`src/hw/ppu_pkg.sv`:
```
package ppu_pkg;

    //////////////////////////////////////////////////////////////////////
    // Scan timing
    //////////////////////////////////////////////////////////////////////
    localparam logic [8:0] H_TOTAL      = 9'd456;   // Cycles per line
    localparam logic [8:0] H_OAM_END    = 9'd80;    // OAM search length
    localparam logic [8:0] H_PIX_LEN    = 9'd168;   // Scan positions per line
    localparam logic [8:0] H_SYNC_START = 9'd76;
    localparam logic [8:0] H_SYNC_LEN   = 9'd4;
    localparam logic [7:0] V_ACTIVE     = 8'd144;   // Visible lines
    localparam logic [7:0] V_SYNC_LINE  = 8'd153;
    localparam logic [7:0] V_TOTAL      = 8'd154;

    // Objects
    localparam int         OAM_ENTRIES  = 40;       // 4 bytes each
    localparam logic [7:0] OBJ_Y_OFFSET = 8'd16;
    localparam int         NUM_SLOTS    = 10;       // Object limit per line

    //////////////////////////////////////////////////////////////////////
    // CPU bus map
    //////////////////////////////////////////////////////////////////////
    localparam logic [15:0] ADDR_LCDC = 16'hFF40;
    localparam logic [15:0] ADDR_STAT = 16'hFF41;
    localparam logic [15:0] ADDR_LY   = 16'hFF44;
    localparam logic [15:0] ADDR_LYC  = 16'hFF45;
    localparam logic [15:0] OAM_BASE  = 16'hFE00;
    localparam logic [15:0] OAM_LAST  = 16'hFE9F;

    // Register fields
    localparam int LCDC_EN_BIT       = 7;
    localparam int LCDC_OBJ_SIZE_BIT = 2;   // 1 selects 8x16 objects
    localparam int LCDC_OBJ_EN_BIT   = 1;
    localparam int STAT_LYC_INT_BIT  = 6;
    localparam int STAT_OAM_INT_BIT  = 5;
    localparam int STAT_VBL_INT_BIT  = 4;
    localparam int STAT_HBL_INT_BIT  = 3;
    localparam int STAT_COIN_BIT     = 2;

    typedef enum logic [1:0] {
        MODE_HBLANK = 2'd0,
        MODE_VBLANK = 2'd1,
        MODE_OAM    = 2'd2,
        MODE_PIX    = 2'd3
    } ppu_mode_t;

    typedef logic [3:0] slot_idx_t;
    typedef logic [5:0] oam_idx_t;

endpackage

```
`src/hw/ppu_if.sv`:
```
`timescale 1ns/1ns

// Scan position and mode, shared by every block that follows the beam
interface line_timing_if;
    logic [8:0]         h_count;
    logic [7:0]         v_count;
    ppu_pkg::ppu_mode_t mode;
    logic [7:0]         h_pix;       // Valid in MODE_PIX only
    logic               line_start;

    modport source (output h_count, v_count, mode, h_pix, line_start);
    modport sink   (input  h_count, v_count, mode, h_pix, line_start);
endinterface

// Slot fill from the OAM search
interface oam_load_if;
    logic                clear;
    logic                load;
    ppu_pkg::slot_idx_t  slot;
    ppu_pkg::oam_idx_t   index;
    logic [7:0]          x;

    modport source (output clear, load, slot, index, x);
    modport sink   (input  clear, load, slot, index, x);
endinterface

```
`src/hw/lcd_timing.sv`:
```
`timescale 1ns/1ns

module lcd_timing (
    input  logic               clk,
    input  logic               rst,
    input  logic               lcd_en,
    line_timing_if.source      tim,
    output logic               hs,
    output logic               vs
);

    logic [8:0] h_cnt;
    logic [7:0] v_cnt;
    logic [8:0] h_rel;
    logic       h_wrap;

    assign h_wrap = (h_cnt == ppu_pkg::H_TOTAL - 9'd1);

    // Counters and sync, all held at zero while the LCD is off
    always_ff @(posedge clk) begin
        if (rst || !lcd_en) begin
            h_cnt <= '0;
            v_cnt <= '0;
            hs    <= 1'b0;
            vs    <= 1'b0;
        end else begin
            h_cnt <= h_wrap ? 9'd0 : h_cnt + 9'd1;
            if (h_wrap) begin
                v_cnt <= (v_cnt == ppu_pkg::V_TOTAL - 8'd1) ? 8'd0 : v_cnt + 8'd1;
                if (v_cnt == ppu_pkg::V_SYNC_LINE - 8'd1)
                    vs <= 1'b1;                 // Whole of the last line
                else if (v_cnt == ppu_pkg::V_SYNC_LINE)
                    vs <= 1'b0;
            end
            if (h_cnt == ppu_pkg::H_SYNC_START - 9'd1)
                hs <= 1'b1;
            else if (h_cnt == ppu_pkg::H_SYNC_START + ppu_pkg::H_SYNC_LEN - 9'd1)
                hs <= 1'b0;
        end
    end

    // Mode from the counters
    always_comb begin
        if (!lcd_en || v_cnt >= ppu_pkg::V_ACTIVE)
            tim.mode = ppu_pkg::MODE_VBLANK;
        else if (h_cnt < ppu_pkg::H_OAM_END)
            tim.mode = ppu_pkg::MODE_OAM;
        else if (h_cnt < ppu_pkg::H_OAM_END + ppu_pkg::H_PIX_LEN)
            tim.mode = ppu_pkg::MODE_PIX;
        else
            tim.mode = ppu_pkg::MODE_HBLANK;
    end

    assign h_rel          = h_cnt - ppu_pkg::H_OAM_END;
    assign tim.h_pix      = h_rel[7:0];    // Scan position in pixel transfer
    assign tim.h_count    = h_cnt;
    assign tim.v_count    = v_cnt;
    assign tim.line_start = lcd_en && (h_cnt == 9'd0) && (v_cnt < ppu_pkg::V_ACTIVE);

endmodule

```
`src/hw/ppu_regs.sv`:
```
`timescale 1ns/1ns

module ppu_regs (
    input  logic          clk,
    input  logic          rst,
    input  logic [15:0]   a,
    input  logic [7:0]    d_wr,
    input  logic          wr,
    input  logic [7:0]    oam_rd_data,
    line_timing_if.sink   tim,
    output logic [7:0]    d_rd,
    output logic          lcd_en,
    output logic          obj_size,
    output logic          obj_en,
    input  logic          int_vblank_ack,
    input  logic          int_lcdc_ack,
    output logic          int_vblank_req,
    output logic          int_lcdc_req
);

    logic [7:0]         lcdc;
    logic [7:3]         stat_en;       // Interrupt source enables
    logic [7:0]         lyc;
    logic [7:0]         stat_rd;
    logic               coin;
    logic               coin_q;
    ppu_pkg::ppu_mode_t mode_q;
    logic               in_oam;
    logic               vbl_entry;
    logic               lcdc_set;

    assign lcd_en   = lcdc[ppu_pkg::LCDC_EN_BIT];
    assign obj_size = lcdc[ppu_pkg::LCDC_OBJ_SIZE_BIT];
    assign obj_en   = lcdc[ppu_pkg::LCDC_OBJ_EN_BIT];

    assign coin   = (tim.v_count == lyc);  // LY is the line counter itself
    assign in_oam = (a >= ppu_pkg::OAM_BASE) && (a <= ppu_pkg::OAM_LAST);

    //////////////////////////////////////////////////////////////////////
    // Interrupt edges against the previous cycle
    //////////////////////////////////////////////////////////////////////
    assign vbl_entry = (tim.mode == ppu_pkg::MODE_VBLANK) && (mode_q != ppu_pkg::MODE_VBLANK)
                       && (tim.v_count == ppu_pkg::V_ACTIVE);

    assign lcdc_set =
        (stat_en[ppu_pkg::STAT_LYC_INT_BIT] && coin && !coin_q) ||
        (stat_en[ppu_pkg::STAT_OAM_INT_BIT] && (tim.mode == ppu_pkg::MODE_OAM)
            && (mode_q != ppu_pkg::MODE_OAM)) ||
        (stat_en[ppu_pkg::STAT_VBL_INT_BIT] && vbl_entry) ||
        (stat_en[ppu_pkg::STAT_HBL_INT_BIT] && (tim.mode == ppu_pkg::MODE_HBLANK)
            && (mode_q != ppu_pkg::MODE_HBLANK));

    always_ff @(posedge clk) begin
        if (rst) begin
            lcdc           <= '0;
            stat_en        <= '0;
            lyc            <= '0;
            mode_q         <= ppu_pkg::MODE_VBLANK;
            coin_q         <= 1'b0;
            int_vblank_req <= 1'b0;
            int_lcdc_req   <= 1'b0;
        end else begin
            mode_q <= tim.mode;
            coin_q <= coin;
            if (int_vblank_ack)            // Ack beats a new request
                int_vblank_req <= 1'b0;
            else if (vbl_entry)
                int_vblank_req <= 1'b1;
            if (int_lcdc_ack)
                int_lcdc_req <= 1'b0;
            else if (lcdc_set)
                int_lcdc_req <= 1'b1;
            if (wr) begin
                case (a)
                    ppu_pkg::ADDR_LCDC: lcdc    <= d_wr;
                    ppu_pkg::ADDR_STAT: stat_en <= d_wr[7:3];
                    ppu_pkg::ADDR_LYC:  lyc     <= d_wr;
                    default: ;         // LY is read only
                endcase
            end
        end
    end

    // Combinational read data
    always_comb begin
        stat_rd                         = '0;
        stat_rd[7:3]                    = stat_en;
        stat_rd[ppu_pkg::STAT_COIN_BIT] = coin;
        stat_rd[1:0]                    = tim.mode;
        case (a)
            ppu_pkg::ADDR_LCDC: d_rd = lcdc;
            ppu_pkg::ADDR_STAT: d_rd = stat_rd;
            ppu_pkg::ADDR_LY:   d_rd = tim.v_count;
            ppu_pkg::ADDR_LYC:  d_rd = lyc;
            default:            d_rd = in_oam ? oam_rd_data : 8'hFF;
        endcase
    end

endmodule

```
`src/hw/oam_scanner.sv`:
```
`timescale 1ns/1ns

module oam_scanner (
    input  logic          clk,
    input  logic          rst,
    input  logic [15:0]   a,
    input  logic [7:0]    d_wr,
    input  logic          wr,
    input  logic          obj_size,
    line_timing_if.sink   tim,
    output logic [7:0]    oam_rd_data,
    oam_load_if.source    load
);

    logic [7:0] oam_mem [0:4*ppu_pkg::OAM_ENTRIES-1];

    logic               in_oam;
    logic               bus_ok;        // CPU owns OAM in the blank modes
    ppu_pkg::oam_idx_t  search_idx;
    logic [7:0]         obj_y;
    logic [8:0]         y_top;         // LY + 16
    logic [8:0]         y_height;
    logic               y_ok;
    ppu_pkg::slot_idx_t vis_count;
    logic               searching;

    assign in_oam = (a >= ppu_pkg::OAM_BASE) && (a <= ppu_pkg::OAM_LAST);
    assign bus_ok = (tim.mode == ppu_pkg::MODE_HBLANK) || (tim.mode == ppu_pkg::MODE_VBLANK);

    always_ff @(posedge clk) begin
        if (wr && in_oam && bus_ok)
            oam_mem[a[7:0]] <= d_wr;
    end

    assign oam_rd_data = bus_ok ? oam_mem[a[7:0]] : 8'hFF;

    //////////////////////////////////////////////////////////////////////
    // Y search, one entry per cycle pair
    //////////////////////////////////////////////////////////////////////
    assign search_idx = tim.h_count[6:1];
    assign searching  = (tim.mode == ppu_pkg::MODE_OAM);   // 80 cycles cover all 40 entries
    assign obj_y      = oam_mem[{search_idx, 2'b00}];
    assign y_top      = {1'b0, tim.v_count} + {1'b0, ppu_pkg::OBJ_Y_OFFSET};
    assign y_height   = obj_size ? 9'd16 : 9'd8;

    always_ff @(posedge clk) begin
        if (rst) begin
            y_ok      <= 1'b0;
            vis_count <= '0;
        end else begin
            if (tim.line_start)
                vis_count <= '0;
            else if (load.load)
                vis_count <= vis_count + 4'd1;
            // Compare in the even cycle and load in the odd one
            if (searching && !tim.h_count[0])
                y_ok <= (obj_y != 8'd0) && ({1'b0, obj_y} <= y_top)
                        && ({1'b0, obj_y} > y_top - y_height);
            else
                y_ok <= 1'b0;
        end
    end

    assign load.clear = tim.line_start;
    assign load.load  = y_ok && searching && tim.h_count[0]
                        && (vis_count < ppu_pkg::slot_idx_t'(ppu_pkg::NUM_SLOTS));
    assign load.slot  = vis_count;
    assign load.index = search_idx;
    assign load.x     = oam_mem[{search_idx, 2'b01}];  // X byte of the same entry

endmodule

```
`src/hw/sprite_slot.sv`:
```
`timescale 1ns/1ns

module sprite_slot #(
    parameter int SLOT_ID = 0
) (
    input  logic              clk,
    input  logic              rst,
    oam_load_if.sink          load,
    line_timing_if.sink       tim,
    output logic              match,
    output ppu_pkg::oam_idx_t index
);

    logic       valid;
    logic [7:0] obj_x;

    always_ff @(posedge clk) begin
        if (rst || load.clear)
            valid <= 1'b0;                 // Empty at the start of each line
        else if (load.load && load.slot == ppu_pkg::slot_idx_t'(SLOT_ID))
            valid <= 1'b1;
    end

    always_ff @(posedge clk) begin
        if (load.load && load.slot == ppu_pkg::slot_idx_t'(SLOT_ID)) begin
            index <= load.index;
            obj_x <= load.x;
        end
    end

    assign match = valid && (obj_x == tim.h_pix);   // Object starts here

endmodule

```
`src/hw/sprite_select.sv`:
```
`timescale 1ns/1ns

module sprite_select (
    input  logic                           clk,
    input  logic                           rst,
    input  logic                           obj_en,
    line_timing_if.sink                    tim,
    input  logic [ppu_pkg::NUM_SLOTS-1:0]  match,
    input  ppu_pkg::oam_idx_t              index [ppu_pkg::NUM_SLOTS],
    output logic                           obj_hit,
    output ppu_pkg::oam_idx_t              obj_index
);

    logic              pick_hit;
    ppu_pkg::oam_idx_t pick_idx;

    // Lowest matching slot wins, the rest at this position are dropped
    always_comb begin
        pick_hit = 1'b0;
        pick_idx = index[0];
        for (int i = ppu_pkg::NUM_SLOTS - 1; i >= 0; i--) begin
            if (match[i]) begin
                pick_hit = 1'b1;
                pick_idx = index[i];
            end
        end
    end

    always_ff @(posedge clk) begin
        if (rst)
            obj_hit <= 1'b0;
        else
            obj_hit <= pick_hit && obj_en && (tim.mode == ppu_pkg::MODE_PIX);
    end

    always_ff @(posedge clk) begin
        obj_index <= pick_idx;
    end

endmodule

```
`src/hw/ppu_top.sv`:
```
`timescale 1ns/1ns

module ppu_top (
    input  logic              clk,
    input  logic              rst,
    input  logic [15:0]       a,
    input  logic [7:0]        d_wr,
    input  logic              wr,
    output logic [7:0]        d_rd,
    output logic              int_vblank_req,
    output logic              int_lcdc_req,
    input  logic              int_vblank_ack,
    input  logic              int_lcdc_ack,
    output logic              hs,
    output logic              vs,
    output logic              obj_hit,
    output ppu_pkg::oam_idx_t obj_index
);

    line_timing_if tim_if ();
    oam_load_if    load_if ();

    logic                          lcd_en;
    logic                          obj_size;
    logic                          obj_en;
    logic [7:0]                    oam_rd_data;
    logic [ppu_pkg::NUM_SLOTS-1:0] slot_match;
    ppu_pkg::oam_idx_t             slot_index [ppu_pkg::NUM_SLOTS];

    lcd_timing u_timing (
        .clk(clk), .rst(rst), .lcd_en(lcd_en), .tim(tim_if.source), .hs(hs), .vs(vs)
    );

    ppu_regs u_regs (
        .clk(clk), .rst(rst), .a(a), .d_wr(d_wr), .wr(wr), .oam_rd_data(oam_rd_data),
        .tim(tim_if.sink), .d_rd(d_rd), .lcd_en(lcd_en), .obj_size(obj_size),
        .obj_en(obj_en), .int_vblank_ack(int_vblank_ack), .int_lcdc_ack(int_lcdc_ack),
        .int_vblank_req(int_vblank_req), .int_lcdc_req(int_lcdc_req)
    );

    oam_scanner u_scan (
        .clk(clk), .rst(rst), .a(a), .d_wr(d_wr), .wr(wr), .obj_size(obj_size),
        .tim(tim_if.sink), .oam_rd_data(oam_rd_data), .load(load_if.source)
    );

    // One slot per visible object
    for (genvar i = 0; i < ppu_pkg::NUM_SLOTS; i++) begin : g_slot
        sprite_slot #(.SLOT_ID(i)) u_slot (
            .clk(clk), .rst(rst), .load(load_if.sink), .tim(tim_if.sink),
            .match(slot_match[i]), .index(slot_index[i])
        );
    end

    sprite_select u_select (
        .clk(clk), .rst(rst), .obj_en(obj_en), .tim(tim_if.sink), .match(slot_match),
        .index(slot_index), .obj_hit(obj_hit), .obj_index(obj_index)
    );

endmodule

```
`config.mk`:
```
export PLATFORM = sky130hd
export DESIGN_NAME = ppu_top
export DESIGN_NICKNAME = d
export VERILOG_FILES = /design/src/hw/ppu_pkg.sv /design/src/hw/ppu_if.sv /design/src/hw/lcd_timing.sv /design/src/hw/ppu_regs.sv /design/src/hw/oam_scanner.sv /design/src/hw/sprite_slot.sv /design/src/hw/sprite_select.sv /design/src/hw/ppu_top.sv
export SDC_FILE = /design/constraint.sdc
export NUM_CORES = 2
export LEC_CHECK = 0
export ABC_CLOCK_PERIOD_IN_PS = 14200
export BUFFER_PORTS_ARGS = -buffer_cell sky130_fd_sc_hd__buf_2
export CORE_UTILIZATION = 55
export DETAILED_ROUTE_END_ITERATION = 12
export GPL_ROUTABILITY_DRIVEN = 0
export PLACE_DENSITY_LB_ADDON = 0.12
export SLEW_MARGIN = 20
export SYNTH_ARGS = -nofsm -noshare
export SYNTH_HDL_FRONTEND = slang
export SYNTH_SLANG_ARGS = --single-unit
```
`constraint.sdc`:
```
create_clock -name clk -period 14.2 [get_ports clk]
set_clock_uncertainty 0.1 [all_clocks]
set_input_delay 3.55 -clock clk [delete_from_list [all_inputs] [get_ports clk]]
set_output_delay 3.55 -clock clk [all_outputs]
set_load 0.1 [all_outputs]
```
==> impl_results.md <==
* Top post-synthesis cells by area: edfxtp_1 66%, mux4_2 19%, dfxtp_1 2.1%, nor2_1 1.4%, mux2i_1 1.0%
* Filler cells at just over 8,000
* Reg clk slew, reported paths at around 0.060 ns
* Die width at about 340 microns
* Post-place instance area at about 66,000 sq um
* CTS tree: built
* Final core occ at 0.615
* Finished Cell Area at approximately 70,000 sq um
* Max Slew Vio Count at 0
* Number of enable flip-flop cells after synthesis at approximately 1,400
* DRC Markers at 0
* Vias in the first global route at 35,300
* Final hold viol count at 0
* CP endpoint kind: output port
* GRT Overall Usage at 0.332
* Cell-internal power at just over 7 mW
* Critical setup path kind: primary input to output port
* Setup-failing EPs final at 0
* Final WL at 194,000 microns
* CP required at ~11 ns
* Final min period at 12.04 ns
* Final worst slack at 2.16 ns
* Power share of the combinational group at 0.038
* HPWL Detailed at around 130,000 microns
* Post-CTS Setup Inserts at 0
* Static Leak at roughly 22 nW
* Post-Syn Nets at about 3,400
* Starting DRT DRC Count at about 5,500
* Number of core rows at around 130
* I/O Buffers at 47
* Seq pwr share at 0.526
* Grt total ovfl at 0
* RSZ-0062 raised after global routing: no
* Overall power at 9.12 mW
* Commonest non-fill, non-tap cell in the layout: edfxtp_1
* Sequential share of the synthesized area at 0.683
* Gates resized, CTS repair at 0
* Largest area contributor in the synthesized netlist: edfxtp_1
* Peak VDD IR at 0.131 mV
* Most frequent cells in the layout: 1,420 x edfxtp_1, 529 x mux4_2, 195 x nor2_1, 160 x clkbuf_16, 123 x nand2_1
* First-pass iteration count of the detailed router at 7
* Top FF cell, synth: edfxtp_1
* Hold buffer count at cts at 0
* Routed wire per std cell at between 30 and 40 microns
* DIE HEIGHT at 344 microns
* Async S/R FF share, synth at 0
* Max_cap viols at 0
* Finished Layout Cells at between 5,000 and 6,000
* Starting density of the core at 0.555
* Die area at roughly 120,000 sq um
* Hold crit path type: flip-flop to flip-flop
* CP Cell Sequence: buf_8, buf_4, mux4_2, a22oi_1, a21oi_1, nor4b_1, o21ai_1, a2111oi_0, buf_4, a21oi_1, buf_2
* Cells after Synth at 3,370
* Worst path bufs/invs at 4
* Clock share of power at 0.436
* IO Count at 48
* Clock Latency Late Sink at approximately 0.78 ns
* Mean post-synth cell area at between 15 and 20 sq um
* Power per cell area at 128 nW/um^2
* Slowest cell on crit path: buf_4
* Crit path largest cell delay at slightly below 0.8 ns
* Actual slew at the worst max-slew pin at about 1.2 ns
* F_max at between 80 and 90 MHz
* Final Cycle Share at 0.848
* Outcome: finished clean
* Area growth syn-to-layout at 10.9%
* Largest delay contributor family on the critical path: buffers and inverters
* Synth Cell Area at between 60,000 and 70,000 sq um
* Core area at 116,000 sq um
* Clock sinks at ~1,500
* Crit path launch type: primary input
* Largest net degree at the start of global routing at 113
* Placed Instances at slightly below 5,000
* Sw Pwr at 1.92 mW
* Drt via density at 7.08
* Global-route wire length before repair at approximately 270,000 microns
* Max clock buf depth at 3
* Initial antenna violation count at 5
* Yosys cell types at slightly above 80
* Yosys synthesis warning count at 0
* Final net count at 3,508
* Final hold slack at about 0.37 ns
* Flops & latches, synth at roughly 1,500
* Vias after detailed routing at approximately 36,000
* Post-route ant nets at 0
* CTS Buf Count at roughly 160
* Place WS at around 2.4 ns
* Setup_tns at 0 ns
* H-tree Lvls at 4
* Clock root buffer: clkbuf_16
* Top cell type's share of synthesized area at 0.662
* Max FO, Critical Path at 82
* CP arrival at approximately 8.4 ns
* Slew Limit Headroom at 0.183
* Share of cells above drive strength 1 at 0.275
* Switching Fraction at 0.210
[registers in the layout, summed over array words and instances (netlist names), 2 cells and up]
signal	flops
u_regs.stat_en	5
u_regs.lcdc	8
u_scan.load.slot	4
u_timing.tim.h_count	9
u_scan.oam_mem	1280
u_timing.tim.v_count	8
g_slot.u_slot.index	60
u_regs.lyc	8
g_slot.u_slot.obj_x	80
u_select.obj_index	6
u_regs.mode_q	2
g_slot.u_slot.valid	10
[worst paths after layout]
check | from | endpoint | slack (ns) | depth (start not counted)
setup / recovery | a[1] | d_rd[7] | 2.16 | 11
hold / removal | u_regs.lcdc[6] | u_regs.lcdc[6] | 0.37 | 2
setup reg to reg | u_timing.tim.h_count[3] | u_scan.y_ok | 8.06 | 15
hold reg to reg | u_regs.lcdc[6] | u_regs.lcdc[6] | 0.37 | 2
[cell families after synthesis]
| group | synth area share |
|---|---|
| simple gates | 0.0443 |
| buf+inv | 0.0185 |
| xor+xnor | 0.0180 |
| compound gates | 0.0316 |
| flops | 0.683 |
| fa+ha+maj | 0.00614 |
| mux | 0.198 |
[worst register-to-register path: cells and delay by family, from the launching register on]
family,cells,cell delay [ns]
adders and majority gates,1,0.42
DFF,1,0.80
and+or+nand+nor,3,0.31
AOI/OAI and AO/OA,6,1.24
muxes,2,1.12
buffers and inverters,3,2.06
[cell usage after synthesis (5+ instances only)]
cell,count
edfxtp_1,1420
mux2_2,15
or4_1,8
or3_1,6
and3_1,15
ha_1,30
o221ai_1,6
or2_2,6
nand2_1,123
buf_2,106
nor2_1,235
a222oi_1,8
o21ai_0,31
buf_1,12
a22o_1,20
a32oi_1,6
clkbuf_1,72
buf_6,6
a22oi_1,34
nor4_2,6
a211oi_1,18
and2_1,20
nor3b_1,5
nor3_1,25
mux2i_1,67
nand4_1,26
inv_1,25
a31oi_1,12
xnor2_1,68
nor2b_1,24
buf_4,23
nand3_1,64
nand3b_1,6
xor2_1,28
a311oi_1,8
a221oi_1,27
a21oi_1,58
nor4_1,8
o211ai_1,10
xnor3_1,11
o22ai_1,7
mux4_2,529
nand2b_1,10
dfxtp_1,67
[metal layers]
layer	GRT usage	vias up	part of all wire
met5	0	-	0.0012
met3	0.106	436	0.12
met1	0.448	18900	0.37
li1	-	14200	-
met4	0.146	10	0.048
met2	0.500	2603	0.46
[power by group through the flow]
stage / registers, mW / logic (mW) / clock network (mW)
global route: 4.79 / 0.359 / 4.14
floorplan: 4.89 / 0.193 / 0
CTS: 4.79 / 0.342 / 3.99
finish: 4.79 / 0.348 / 3.98
global placement: 4.88 / 0.334 / 0
detailed placement: 4.88 / 0.342 / 0
[cell type report]
| type | count | area, sq um | share of cell area |
|---|---|---|---|
| flip-flops and latches | 1487 | 44000 | 0.616 |
| inverters | 27 | 104 | 0.00146 |
| repair buffers | 140 | 1050 | 0.0148 |
| clock buffers | 191 | 4120 | 0.0577 |
| diodes | 6 | 15.0 | 0.000210 |
| multi-input cells | 1637 | 19400 | 0.272 |
| well taps | 1524 | 1910 | 0.0267 |
| clock inverters | 92 | 793 | 0.0111 |
No activity file was read; power rests on OpenSTA's default activity.
